===== config.mk =====
export PLATFORM = sky130hd
export DESIGN_NAME = p4_router_top
export DESIGN_NICKNAME = d
export VERILOG_FILES = /design/src/design/p4_router_pkg.sv /design/src/design/p4_router_regs.sv /design/src/design/p4_router_lookup.sv /design/src/design/p4_router_stream.sv /design/src/design/p4_router_top.sv
export SDC_FILE = /design/constraint.sdc
export NUM_CORES = 1
export LEC_CHECK = 0
export BUFFER_PORTS_ARGS = -buffer_cell sky130_fd_sc_hd__buf_2
export CAP_MARGIN = 30
export CORE_MARGIN = 10
export CORE_UTILIZATION = 38
export DETAILED_ROUTE_END_ITERATION = 6
export MAX_ROUTING_LAYER = met4
export PLACE_DENSITY = 0.7
export SLEW_MARGIN = 25
export SYNTH_ARGS = -nofsm -noshare
export SYNTH_HDL_FRONTEND = slang
export SYNTH_SLANG_ARGS = --single-unit
export TNS_END_PERCENT = 30

===== constraint.sdc =====
create_clock -name clk -period 2.6 [get_ports clk]
set_input_delay 0.52 -clock clk [delete_from_list [all_inputs] [get_ports clk]]
set_output_delay 0.52 -clock clk [all_outputs]
set_load 0.01 [all_outputs]

===== src/design/p4_router_pkg.sv =====
// p4 router shared definitions
// stream beat and metadata structs, widths, register map

package p4_router_pkg;

    ////////////////////
    // widths

    localparam int DATA_BYTES  = 8;                  // bytes per stream beat
    localparam int ING_PORT_W  = 4;                  // ingress port id
    localparam int EGR_SPEC_W  = 4;                  // egress spec
    localparam int REG_ADDR_W  = 6;                  // register word index
    localparam int MAP_ENTRIES = 1 << ING_PORT_W;    // one map slot per ingress port

    ////////////////////
    // typedefs

    typedef logic [ING_PORT_W-1:0] ing_port_t;
    typedef logic [EGR_SPEC_W-1:0] egr_spec_t;
    typedef logic [REG_ADDR_W-1:0] reg_addr_t;
    typedef logic [31:0]           reg_data_t;

    typedef struct packed {
        logic [DATA_BYTES*8-1:0] tdata;              // payload
        logic [DATA_BYTES-1:0]   tkeep;              // byte enables
        logic                    tlast;              // end of packet
    } beat_t;

    typedef struct packed {
        ing_port_t ing_port;
        egr_spec_t egr_spec;
    } meta_out_t;

    typedef struct packed {
        logic      valid;                            // entry programmed
        egr_spec_t egr_spec;
    } map_entry_t;

    typedef map_entry_t [MAP_ENTRIES-1:0] map_table_t;

    ////////////////////
    // register indices

    localparam reg_addr_t REG_DEFAULT_EGR = 6'd0;    // egress for unmapped ports
    localparam reg_addr_t REG_PKT_COUNT   = 6'd1;    // packets out, read only
    localparam reg_addr_t REG_STATUS      = 6'd2;    // bit 0 overflow, w1c
    localparam reg_addr_t REG_MAP_BASE    = 6'd16;   // map entry i at base + i
    localparam int        MAP_VALID_BIT   = 8;       // valid bit inside a map word

endpackage


===== src/design/p4_router_regs.sv =====
// p4 router register block
// port map table, default egress, packet counter and sticky overflow flag

module p4_router_regs (
    input  var logic                      clk,
    input  var logic                      rst_n,
    input  var logic                      reg_wr,
    input  var logic                      reg_rd,
    input  var p4_router_pkg::reg_addr_t  reg_addr,
    input  var p4_router_pkg::reg_data_t  reg_wdata,
    input  var logic                      pkt_done,
    input  var logic                      overflow_pulse,
    output var p4_router_pkg::reg_data_t  reg_rdata,
    output var p4_router_pkg::map_table_t map_table,
    output var p4_router_pkg::egr_spec_t  default_egr,
    output var logic                      overflow_event
);

    p4_router_pkg::reg_data_t  pkt_count;           // wraps at 2^32
    logic                      map_hit;             // address falls in map window
    p4_router_pkg::ing_port_t  map_idx;             // entry under the address
    p4_router_pkg::reg_data_t  rd_mux;

    ////////////////////
    // address decode

    assign map_hit = (reg_addr >= p4_router_pkg::REG_MAP_BASE) &&
                     (reg_addr < p4_router_pkg::REG_MAP_BASE + p4_router_pkg::MAP_ENTRIES);
    assign map_idx = p4_router_pkg::ing_port_t'(reg_addr - p4_router_pkg::REG_MAP_BASE);

    ////////////////////
    // writes and counters

    always_ff @(posedge clk) begin
        if (!rst_n) begin
            map_table      <= '0;                   // all entries invalid
            default_egr    <= '0;
            pkt_count      <= '0;
            overflow_event <= 1'b0;
        end else begin
            if (reg_wr && map_hit) begin
                map_table[map_idx].valid    <= reg_wdata[p4_router_pkg::MAP_VALID_BIT];
                map_table[map_idx].egr_spec <= reg_wdata[p4_router_pkg::EGR_SPEC_W-1:0];
            end
            if (reg_wr && reg_addr == p4_router_pkg::REG_DEFAULT_EGR)
                default_egr <= reg_wdata[p4_router_pkg::EGR_SPEC_W-1:0];
            if (pkt_done)
                pkt_count <= pkt_count + 1'b1;      // one per output last beat
            // a new overflow wins over a clear in the same cycle
            if (overflow_pulse)
                overflow_event <= 1'b1;
            else if (reg_wr && reg_addr == p4_router_pkg::REG_STATUS && reg_wdata[0])
                overflow_event <= 1'b0;             // write 1 to clear
        end
    end

    ////////////////////
    // read path

    always_comb begin
        rd_mux = '0;
        if (map_hit) begin
            rd_mux[p4_router_pkg::MAP_VALID_BIT]     = map_table[map_idx].valid;
            rd_mux[p4_router_pkg::EGR_SPEC_W-1:0]    = map_table[map_idx].egr_spec;
        end else if (reg_addr == p4_router_pkg::REG_DEFAULT_EGR) begin
            rd_mux[p4_router_pkg::EGR_SPEC_W-1:0]    = default_egr;
        end else if (reg_addr == p4_router_pkg::REG_PKT_COUNT) begin
            rd_mux = pkt_count;
        end else if (reg_addr == p4_router_pkg::REG_STATUS) begin
            rd_mux[0] = overflow_event;
        end
    end

    always_ff @(posedge clk) begin
        if (reg_rd)
            reg_rdata <= rd_mux;                    // valid the cycle after reg_rd
    end

    // host side must never issue both strobes at once
    assert property (@(posedge clk) disable iff (!rst_n) !(reg_wr && reg_rd));

endmodule


===== src/design/p4_router_lookup.sv =====
// p4 router metadata lookup
// queue of ingress ports per packet, egress spec resolved through the port map

module p4_router_lookup #(
    parameter int META_DEPTH = 4
) (
    input  var logic                      clk,
    input  var logic                      rst_n,
    input  var p4_router_pkg::ing_port_t  meta_in_port,
    input  var logic                      meta_in_valid,
    input  var p4_router_pkg::map_table_t map_table,
    input  var p4_router_pkg::egr_spec_t  default_egr,
    input  var logic                      pkt_done,
    input  var logic                      first_beat,
    output var logic                      meta_avail,
    output var p4_router_pkg::meta_out_t  meta_head,
    output var logic                      overflow_pulse
);

    localparam int PTR_W = (META_DEPTH > 1) ? $clog2(META_DEPTH) : 1;
    localparam int CNT_W = $clog2(META_DEPTH + 1);

    p4_router_pkg::ing_port_t q_port [META_DEPTH];  // ingress port per packet
    p4_router_pkg::egr_spec_t q_spec [META_DEPTH];  // spec frozen at first beat
    logic [META_DEPTH-1:0]    q_frozen;             // q_spec holds the answer

    logic [PTR_W-1:0]         wr_ptr;
    logic [PTR_W-1:0]         rd_ptr;
    logic [CNT_W-1:0]         count;
    logic                     full;
    logic                     push;
    p4_router_pkg::map_entry_t head_entry;
    p4_router_pkg::egr_spec_t resolved;             // live map answer for head

    function automatic logic [PTR_W-1:0] ptr_inc(input logic [PTR_W-1:0] p);
        return (p == PTR_W'(META_DEPTH - 1)) ? '0 : p + 1'b1;  // wraps at any depth
    endfunction

    assign full           = (count == CNT_W'(META_DEPTH));
    assign push           = meta_in_valid && !full;
    assign overflow_pulse = meta_in_valid && full;  // strobe dropped

    ////////////////////
    // resolution

    assign head_entry = map_table[q_port[rd_ptr]];
    assign resolved   = head_entry.valid ? head_entry.egr_spec : default_egr;

    assign meta_avail         = (count != '0);
    assign meta_head.ing_port = q_port[rd_ptr];
    assign meta_head.egr_spec = q_frozen[rd_ptr] ? q_spec[rd_ptr] : resolved;

    ////////////////////
    // queue control

    always_ff @(posedge clk) begin
        if (!rst_n) begin
            wr_ptr   <= '0;
            rd_ptr   <= '0;
            count    <= '0;
            q_frozen <= '0;
        end else begin
            if (push) begin
                wr_ptr           <= ptr_inc(wr_ptr);
                q_frozen[wr_ptr] <= 1'b0;           // fresh entry follows the map
            end
            if (first_beat)
                q_frozen[rd_ptr] <= 1'b1;           // lock spec for this packet
            if (pkt_done)
                rd_ptr <= ptr_inc(rd_ptr);
            count <= count + CNT_W'(push) - CNT_W'(pkt_done);
        end
    end

    // payload, no reset
    always_ff @(posedge clk) begin
        if (push)
            q_port[wr_ptr] <= meta_in_port;
        if (first_beat)
            q_spec[rd_ptr] <= resolved;
    end

    // stream side only finishes a packet it had metadata for
    assert property (@(posedge clk) disable iff (!rst_n) pkt_done |-> count != '0);

endmodule


===== src/design/p4_router_stream.sv =====
// p4 router stream stage
// one beat register, holds packets until metadata is ready, flags packet end

module p4_router_stream (
    input  var logic                     clk,
    input  var logic                     rst_n,
    input  var p4_router_pkg::beat_t     in_beat,
    input  var logic                     in_valid,
    input  var logic                     out_ready,
    input  var logic                     meta_avail,
    input  var p4_router_pkg::meta_out_t meta_head,
    output var logic                     in_ready,
    output var p4_router_pkg::beat_t     out_beat,
    output var logic                     out_valid,
    output var p4_router_pkg::meta_out_t meta_out,
    output var logic                     meta_out_valid,
    output var logic                     pkt_done,
    output var logic                     first_beat
);

    typedef enum logic {
        PKT_START,                                  // next output beat opens a packet
        PKT_BODY                                    // inside a packet
    } pkt_state_t;

    pkt_state_t           pkt_state;
    p4_router_pkg::beat_t beat_q;                   // held beat
    logic                 beat_full;                // beat_q occupied
    logic                 in_xfer;
    logic                 out_xfer;

    ////////////////////
    // handshakes

    assign out_valid = beat_full && meta_avail;    // wait for packet metadata
    assign out_xfer  = out_valid && out_ready;
    // room when empty, or when the held beat leaves this cycle
    assign in_ready  = !beat_full || out_xfer;
    assign in_xfer   = in_valid && in_ready;
    assign out_beat  = beat_q;

    ////////////////////
    // packet tracking

    assign first_beat     = out_xfer && (pkt_state == PKT_START);
    assign pkt_done       = out_xfer && beat_q.tlast;
    assign meta_out_valid = pkt_done;
    assign meta_out       = pkt_done ? meta_head : '0;  // only meaningful on last beat

    always_ff @(posedge clk) begin
        if (!rst_n) begin
            beat_full <= 1'b0;
            pkt_state <= PKT_START;
        end else begin
            if (in_xfer)
                beat_full <= 1'b1;
            else if (out_xfer)
                beat_full <= 1'b0;                  // drained with nothing behind
            if (out_xfer)
                pkt_state <= beat_q.tlast ? PKT_START : PKT_BODY;
        end
    end

    // payload register
    always_ff @(posedge clk) begin
        if (in_xfer)
            beat_q <= in_beat;
    end

    // stalled beat must not change or disappear
    assert property (@(posedge clk) disable iff (!rst_n)
        out_valid && !out_ready |=> out_valid && $stable(out_beat));

endmodule


===== src/design/p4_router_top.sv =====
// p4 router top level
// port-map forwarding of a packet stream with register access

module p4_router_top #(
    parameter int META_DEPTH = 4
) (
    input  var logic                     clk,
    input  var logic                     rst_n,
    // input stream
    input  var p4_router_pkg::beat_t     in_beat,
    input  var logic                     in_valid,
    output var logic                     in_ready,
    input  var p4_router_pkg::ing_port_t meta_in_port,
    input  var logic                     meta_in_valid,
    // output stream
    output var p4_router_pkg::beat_t     out_beat,
    output var logic                     out_valid,
    input  var logic                     out_ready,
    output var p4_router_pkg::meta_out_t meta_out,
    output var logic                     meta_out_valid,
    // register port
    input  var logic                     reg_wr,
    input  var logic                     reg_rd,
    input  var p4_router_pkg::reg_addr_t reg_addr,
    input  var p4_router_pkg::reg_data_t reg_wdata,
    output var p4_router_pkg::reg_data_t reg_rdata,
    output var logic                     overflow_event
);

    p4_router_pkg::map_table_t map_table;          // regs to lookup
    p4_router_pkg::egr_spec_t  default_egr;
    p4_router_pkg::meta_out_t  meta_head;          // lookup to stream
    logic                      meta_avail;
    logic                      pkt_done;            // stream to lookup and regs
    logic                      first_beat;
    logic                      overflow_pulse;

    p4_router_regs regs_i (
        .clk, .rst_n, .reg_wr, .reg_rd, .reg_addr, .reg_wdata,
        .pkt_done, .overflow_pulse,
        .reg_rdata, .map_table, .default_egr, .overflow_event
    );

    p4_router_lookup #(.META_DEPTH(META_DEPTH)) lookup_i (
        .clk, .rst_n, .meta_in_port, .meta_in_valid,
        .map_table, .default_egr, .pkt_done, .first_beat,
        .meta_avail, .meta_head, .overflow_pulse
    );

    p4_router_stream stream_i (
        .clk, .rst_n, .in_beat, .in_valid, .out_ready,
        .meta_avail, .meta_head,
        .in_ready, .out_beat, .out_valid, .meta_out, .meta_out_valid,
        .pkt_done, .first_beat
    );

endmodule


==> results of run 1 <==
## area by class of cell
type                    count  area [um2]  area share, %
clock buffers              31         712           4.77
multi-input cells         637        4860           32.6
diodes                      1        2.50         0.0168
flip-flops and latches    269        6760           45.3
clock inverters            18         243           1.63
well taps                 396         495           3.32
repair buffers            286        1750           11.7
inverters                  25        93.8          0.629
## per-stage QoR
step | setup slack (ps) | hold slack, ps | total power, mW | cells
after detailed placement | -454 | 482 | 5.99 | 1598
after CTS | -939 | 107 | 10.2 | 1654
after global routing | -1030 | 110 | 10.5 | 1663
after floorplan | -127 | 453 | 5.52 | 990
after global placement | -398 | 470 | 5.95 | 1598
final | -905 | 130 | 10.1 | 1663
## sequential cells by signal, summed over array words and instances (netlist names), named ones only
| register | cells |
|---|---|
| lookup_i.count | 3 |
| lookup_i.q_frozen | 4 |
| lookup_i.q_port | 16 |
| lookup_i.q_spec | 16 |
| lookup_i.rd_ptr | 2 |
| lookup_i.wr_ptr | 2 |
| regs_i.default_egr | 4 |
| regs_i.map_table | 80 |
| regs_i.overflow_event | 1 |
| regs_i.pkt_count | 32 |
| regs_i.reg_rdata | 32 |
| stream_i.beat_full | 1 |
| stream_i.out_beat | 73 |
| stream_i.pkt_state | 1 |
## power by group
part,switching (mW),internal [mW]
clock,1.65,2.47
combinational,0.703,0.569
sequential,0.0744,4.67
total,2.43,7.71
## synthesized netlist by cell type (all sizes together)
cell / number / area [um2]
o211ai: 1 / 7.51
o22ai: 5 / 31.3
o21bai: 1 / 7.51
a21oi: 7 / 35.0
nand3b: 1 / 7.51
o31a: 1 / 8.76
dfxtp: 132 / 2640
xor2: 15 / 131
or2: 1 / 6.26
nor3: 16 / 85.1
nor2b: 46 / 288
ha: 10 / 125
nor4b: 1 / 8.76
o311a: 1 / 10.0
clkbuf: 47 / 178
nand3: 29 / 145
a22o: 1 / 8.76
or4: 1 / 7.51
a22oi: 9 / 72.6
and2: 64 / 400
inv: 25 / 93.8
nand2: 91 / 342
mux4: 34 / 781
and3: 6 / 37.5
edfxtp: 137 / 4110
mux2i: 85 / 851
nor2: 22 / 82.6
fa: 1 / 20.0
nor3b: 4 / 30.0
buf: 12 / 115
a221oi: 3 / 32.5
nand4: 8 / 62.6
nor4: 7 / 50.1
and4: 5 / 43.8
nand2b: 7 / 43.8
xnor2: 10 / 87.6
or3: 9 / 56.3
a31oi: 4 / 25.0
or3b: 3 / 26.3
o21ai: 60 / 300
a21boi: 68 / 510
## worst min path at each step
stage                              startpoint              endpoint  slack [ps]  depth (start not counted)
after detailed placement  regs_i.map_table[2]   regs_i.map_table[2]         480                          2
after global routing               in_beat[1]  stream_i.out_beat[1]         110                          1
after CTS                          in_beat[6]  stream_i.out_beat[6]         110                          1
after floorplan           regs_i.map_table[0]   regs_i.map_table[0]         450                          2
final                              in_beat[1]  stream_i.out_beat[1]         130                          1
after global placement    regs_i.map_table[2]   regs_i.map_table[2]         470                          2
## placed cells by master (no fill, tap or decap), drive strengths merged, types with 5 or more instances in the layout
| cell | count |
|---|---|
| buf | 285 |
| nand4 | 8 |
| clkinv | 10 |
| clkbuf | 32 |
| mux2i | 85 |
| or3 | 9 |
| nor2 | 22 |
| and2 | 64 |
| nor3 | 16 |
| bufinv | 5 |
| o21ai | 60 |
| nor4 | 7 |
| edfxtp | 137 |
| nor2b | 46 |
| a21boi | 68 |
| ha | 10 |
| a22oi | 9 |
| xnor2 | 10 |
| dfxtp | 132 |
| nand2b | 7 |
| nand3 | 29 |
| nand2 | 91 |
| inv | 25 |
| xor2 | 15 |
| a21oi | 7 |
| mux4 | 34 |
| and4 | 5 |
| and3 | 6 |
| o22ai | 5 |
## per-layer routing
layer / part of all wire, % / up-vias / wire length [um] / GRT usage (%)
met5: 0 / - / 0 / -
met4: 1.9 / 0 / 605 / 3.73
met3: 7.1 / 46 / 2260 / 3.51
met2: 47 / 315 / 14900 / 26.2
met1: 44 / 4206 / 14100 / 20.6
li1: - / 4089 / - / -
## cells by family after synthesis
group / after synthesis
compound gates: 161
buf+inv: 84
flops: 269
simple gates: 321
xor+xnor: 25
fa+ha+maj: 11
mux: 119
## repair_timing
| action | CTS | global route |
|---|---|---|
| pin swaps | 7 | 11 |
| setup endpoints to repair | 7 | 9 |
| gates cloned | 0 | 1 |
| gates resized for setup | 19 | 8 |
| setup buffers | 7 | 7 |
==> results by group, run 1 <==
Status
  – Outcome: finished with violations
  – Failing checks: setup timing

Timing
  – Final period util: 135%
  – Final WS setup: -905 ps
  – Worst-margin pin slew: 792 ps
  – Tmin final: 3510 ps
  – Final number of setup-violating endpoints: 7
  – Hold Fails Final Rpt: 0
  – Post-route setup TNS: -3810 ps
  – Slew headroom: 47.2%
  – Max Fclk: 285 MHz
  – Fin. max-slew vios: 0
  – Layout Skew: 38.3 ps
  – RSZ-0062 raised after global routing: yes

Setup path
  – Worst reg2reg setup slack: 70 ps
  – Crit-path max cell delay: 530 ps
  – Top cell by count, worst path: mux2i_1
  – Worst path cell trace: mux4_2 -> buf_12 -> buf_4 -> mux2i_1 -> mux2i_1 -> a22oi_2 -> a221oi_2 -> or3b_1 -> buf_2
  – Critical Path Sink: meta_out[0]
  – Slowest CP cell: mux4_2
  – CP Max Fanout: 16
  – Critical Path Source Type: flip-flop
  – CP arrival: 2990 ps
  – Family with the most delay on the worst path: multiplexers
  – FF-to-FF End: lookup_i.q_spec[2][3]
  – Worst Setup End Kind: primary output
  – CP Class: flip-flop to primary output
  – R2R depth: 8
  – Worst path bufs/invs: 3
  – Critical path required time: 2080 ps
  – Crit path depth: 9

Clocking
  – CTS sink cnt: 269
  – CTS H-tree lvls: 1
  – Worst-Skew Late Latency: 570 ps
  – Cts hold-fix bufs: 0
  – Clk pin slew, worst setup/hold paths: 60 ps
  – CTS Buf Count: 28
  – CTS root buf: clkbuf_16
  – CTS Buffer Depth: 3
  – CTS tree: done

Final layout
  – Syn-to-layout area delta: 25.2%
  – Finished Core Util: 48.5%
  – Finished Cell Area: 14,900 um2
  – Number of fill cells in the layout: 2,776
  – Final layout net count: 1,380
  – Share of cells above drive strength 1: 30.3%

Logic synthesis
  – Distinct cells, synth: 55
  – Cells after Synth: 990
  – Warnings, synthesis: 0
  – XOR/XNOR Fraction of Synth Area: 1.84%
  – Syn_nets: 1,123
  – Mapped Area: 11,900 um2
  – Syn Area/Cell: 12.0 um2
  – Multiplexer share of the synthesized area: 13.7%
  – Synthesized flop and latch total: 269
  – Post-synthesis adder-cell area fraction: 1.22%
  – Simple-gate share of the synthesized area: 14.5%
  – Post-synthesis sequential area ratio: 56.7%
  – Post-synthesis compound-gate area fraction: 8.81%
  – Largest family of logic cells by synthesized area: simple AND/OR/NAND/NOR gates

Global routing
  – Vias in the first global route: 8,566
  – Pin count of the biggest net entering global routing: 45
  – Total GRT Usage: 16.3%
  – Grt ovf: 0
  – First-pass GRT wire length: 49.4 mm
  – Initial antenna violation count: 2

Routing
  – Vias per cell: 5.21
  – Total Wirelength: 31.8 mm
  – Via count: 8,656
  – Drt wl/cell: 19.1 um
  – DR pass1 iterations: 5
  – DRT iter0 DRCs: 587
  – ANT nets after route: 0
  – DRC: 0

Power and ir drop
  – Worst vdd ir: 0.000464 V
  – Power Dens Cells: 680 nW/um2
  – Pleak: 5.85 nW

Flow run
  – Max-cap viol count: 0

Floorplan
  – Die ar.: 38,800 um2
  – Die width: 197 um
  – Starting Density: 38.7%
  – Row count: 64
  – Core ar.: 30,700 um2
  – Chip height: 197 um
  – IO Pins: 239

Placed design
  – Port-buffer cells: 211
  – Gpl congestion: 0.965
  – Post-DP Area: 13,700 um2
  – DPL Wire Length: 24.0 mm

Hold path
  – Worst min-delay path category: input pin to flip-flop
Note: power is estimated with default switching activity, not from simulation.
==> inputs of run 2 (changes only) <==
- BUFFER_PORTS_ARGS: -buffer_cell sky130_fd_sc_hd__buf_2 -> unset
- DONT_BUFFER_PORTS: unset -> 1
- PLACE_DENSITY: 0.7 -> 0.63
==> run 2 against run 1 <==
  * Total power is 1.9% lower
  * The run still ends with setup timing left
  * Via count down 12%
  * Maximum frequency is 1.3% higher
  * Routed wire length fell by 1.9%
  * Die area is the same
  * Clock skew decreased by 4.0 ps
  * Sequential power up 2%
  * Critical path depth down 1
  * Flip-flop and latch count did not move
  * Utilization fell by 3.9 points
  * Clock-buffer cell count up 10
  * Combinational power fell by 27%
==> results by group, run 2 (synthesis results as in run 1) <==
Final layout
  – Largest register by flop count: regs_i.map_table (unchanged)
  – Finished Core Util: 44.6% (was 48.5%)
  – Ant. Diodes: 0 (was 1)
  – Finished Cell Area: 13,700 um2 (was 14,900 um2)
  – Final layout net count: 1,152 (was 1,380)
  – Largest register FFs: 80 (unchanged)
  – Commonest cells after routing, fill and taps aside: 137 x edfxtp_1, 131 x dfxtp_1, 91 x nand2_1 (was 210 x buf_2, 137 x edfxtp_1, 131 x dfxtp_1)
  – Share of cells above drive strength 1: 15.8% (was 30.3%)
  – Syn-to-layout area delta: 15.3% (was 25.2%)
  – Commonest non-fill, non-tap cell in the layout: edfxtp_1 (was buf_2)

Timing
  – Hold Slack: 47.8 ps (was 130 ps)
  – Final WS setup: -861 ps (was -905 ps)
  – Hold Fails Final Rpt: 0 (unchanged)
  – Final number of setup-violating endpoints: 14 (was 7)
  – Worst-margin pin slew: 651 ps (was 792 ps)
  – Tmin final: 3460 ps (was 3510 ps)
  – Fin. max-slew vios: 0 (unchanged)
  – RSZ-0062 raised after global routing: yes (unchanged)
  – Slew headroom: 56.6% (was 47.2%)
  – Layout Skew: 34.2 ps (was 38.3 ps)
  – Max Fclk: 289 MHz (was 285 MHz)
  – Final period util: 133% (was 135%)

Setup path
  – Worst reg2reg setup slack: -40 ps (was 70 ps)
  – Worst path cell trace: mux4_2 -> buf_12 -> mux2i_1 -> a31oi_2 -> nand4_4 -> a22o_1 -> o211ai_1 -> buf_4 (was mux4_2 -> buf_12 -> buf_4 -> mux2i_1 -> mux2i_1 -> a22oi_2 -> a221oi_2 -> or3b_1 -> buf_2)
  – Critical path required time: 2080 ps (about the same)
  – Worst Setup End Kind: primary output (unchanged)
  – Slowest CP cell: mux4_2 (unchanged)
  – Critical Path Source Type: flip-flop (unchanged)
  – CP Class: flip-flop to primary output (unchanged)
  – Crit-path max cell delay: 520 ps (was 530 ps)
  – R2R depth: 9 (was 8)
  – CP Max Fanout: 28 (was 16)
  – FF-to-FF End: lookup_i.q_spec[1][1] (was lookup_i.q_spec[2][3])
  – CP arrival: 2940 ps (was 2990 ps)

Clocking
  – CTS Buf Count: 28 (unchanged)
  – CTS tree: done (unchanged)
  – Clk pin slew, worst setup/hold paths: 60 ps (about the same)
  – Cts hold-fix bufs: 0 (unchanged)
  – CTS H-tree lvls: 1 (unchanged)
  – CTS root buf: clkbuf_16 (unchanged)
  – CTS sink cnt: 269 (unchanged)
  – CTS Buffer Depth: 3 (unchanged)
  – Worst-Skew Late Latency: 560 ps (was 570 ps)

Hold path
  – Worst Hold End: lookup_i.q_port[0][0] (was stream_i.out_beat[1])
  – Hold path startpoint: meta_in_port[0] (was in_beat[1])
  – Worst min-delay path category: input pin to flip-flop (unchanged)
  – Hold Path Stages: 0 (was 1)

Power and ir drop
  – Pleak: 4.91 nW (was 5.85 nW)
  – Combinational power share: 9.3% (was 12.5%)
  – Int Power: 7.62 mW (was 7.71 mW)
  – Power Dens Cells: 724 nW/um2 (was 680 nW/um2)
  – Power consumption: 9.94 mW (was 10.1 mW)
  – Worst vdd ir: 0.000483 V (was 0.000464 V)
  – Switching part of the total: 23.3% (was 24.0%)
  – Part of the power in registers: 48.7% (was 46.8%)
  – Psw: 2.32 mW (was 2.43 mW)
  – Clock network power share: 41.9% (was 40.6%)

Status
  – Outcome: finished with violations (unchanged)
  – Failing checks: setup timing (unchanged)

Routing
  – DRC: 0 (unchanged)
  – Vias per cell: 5.33 (was 5.21)
  – Drt wl/cell: 21.7 um (was 19.1 um)
  – Via count: 7,653 (was 8,656)
  – DR pass1 iterations: 5 (unchanged)
  – DRT iter0 DRCs: 432 (was 587)
  – Total Wirelength: 31.2 mm (was 31.8 mm)
  – ANT nets after route: 0 (unchanged)

Flow run
  – Max-cap viol count: 0 (unchanged)

Floorplan
  – Chip height: 197 um (unchanged)
  – Die width: 197 um (unchanged)
  – Row count: 64 (unchanged)
  – IO Pins: 239 (unchanged)
  – Starting Density: 38.7% (unchanged)
  – Core ar.: 30,700 um2 (unchanged)
  – Die ar.: 38,800 um2 (unchanged)

Placed design
  – DPL Wire Length: 22.6 mm (was 24.0 mm)
  – Worst slack at placement: -379 ps (was -454 ps)
  – Gpl congestion: 0.808 (was 0.965)
  – Post-DP Area: 12,500 um2 (was 13,700 um2)
  – Port-buffer cells: 0 (was 211)

Global routing
  – Grt ovf: 0 (unchanged)
  – First-pass GRT wire length: 46.9 mm (was 49.4 mm)
  – Total GRT Usage: 15.9% (was 16.3%)
  – Pin count of the biggest net entering global routing: 133 (was 45)
  – Vias in the first global route: 7,293 (was 8,566)
  – Initial antenna violation count: 1 (was 2)
==> run 2: cell count changes in the layout (fill, tap and decap cells not counted), sizes merged <==
cell	delta
bufinv	-3
diode	-1
mux4	+1
clkinv	-4
clkbuf	+9
inv	+1
buf	-228
clkinvlp	-1
==> run 2: how the worst max path moves through the flow <==
stage	startpoint	slack (ps)	end
2_1_floorplan	flip-flop	-130	meta_out[2]
3_3_place_gp	flip-flop	-380	meta_out[2]
3_5_place_dp	flip-flop	-380	meta_out[2]
4_1_cts	flip-flop	-890	meta_out[2]
5_1_grt	flip-flop	-1000	meta_out[2]
6_report	flip-flop	-860	meta_out[2]
==> run 2: timing repair <==
item	in CTS	in global routing
resized for setup	20	11
cloned	1	0
setup buffers	4	3
pin swaps	7	5
setup endpoints to repair	10	20
==> run 2: worst max-delay path: cells and delay by family (launching register included) <==
kind            cells  cell delay (ps)
mux                 2              670
simple gates        1              130
flops               1              360
compound gates      3              830
buf+inv             2              370
==> run 2: metrics by stage <==
stage | std cells | TNS, ps
finish | 1437 | -3760
global route | 1437 | -5790
CTS | 1434 | -3650
detailed placement | 1377 | -1480
global placement | 1377 | -1440
floorplan | 990 | -447
==> run 2: area by class of cell <==
class | count | area [um2]
clock buffer | 41 | 856
clock inverter | 11 | 141
fill | 2805 | 17000
inverter | 25 | 93.8
multi-input combinational | 638 | 4910
sequential | 269 | 6760
tap | 396 | 495
timing repair buffer | 57 | 468
==> run 2: routing by layer <==
| metal | track usage, % | wire, um |
|---|---|---|
| met5 | - | 0 |
| met4 | 3.47 | 588 |
| met3 | 3.34 | 2030 |
| met2 | 25.8 | 14900 |
| met1 | 20.1 | 13700 |
==> run 2: power groups by stage <==
| stage | sequential, mW | combinational, mW | clock, mW |
|---|---|---|---|
| 6_report | 4.85 | 0.927 | 4.17 |
| 3_5_place_dp | 4.93 | 0.818 | 0 |
| 4_1_cts | 4.85 | 0.883 | 4.28 |
| 2_1_floorplan | 4.88 | 0.637 | 0 |
| 5_1_grt | 4.86 | 1.00 | 4.46 |
| 3_3_place_gp | 4.92 | 0.803 | 0 |
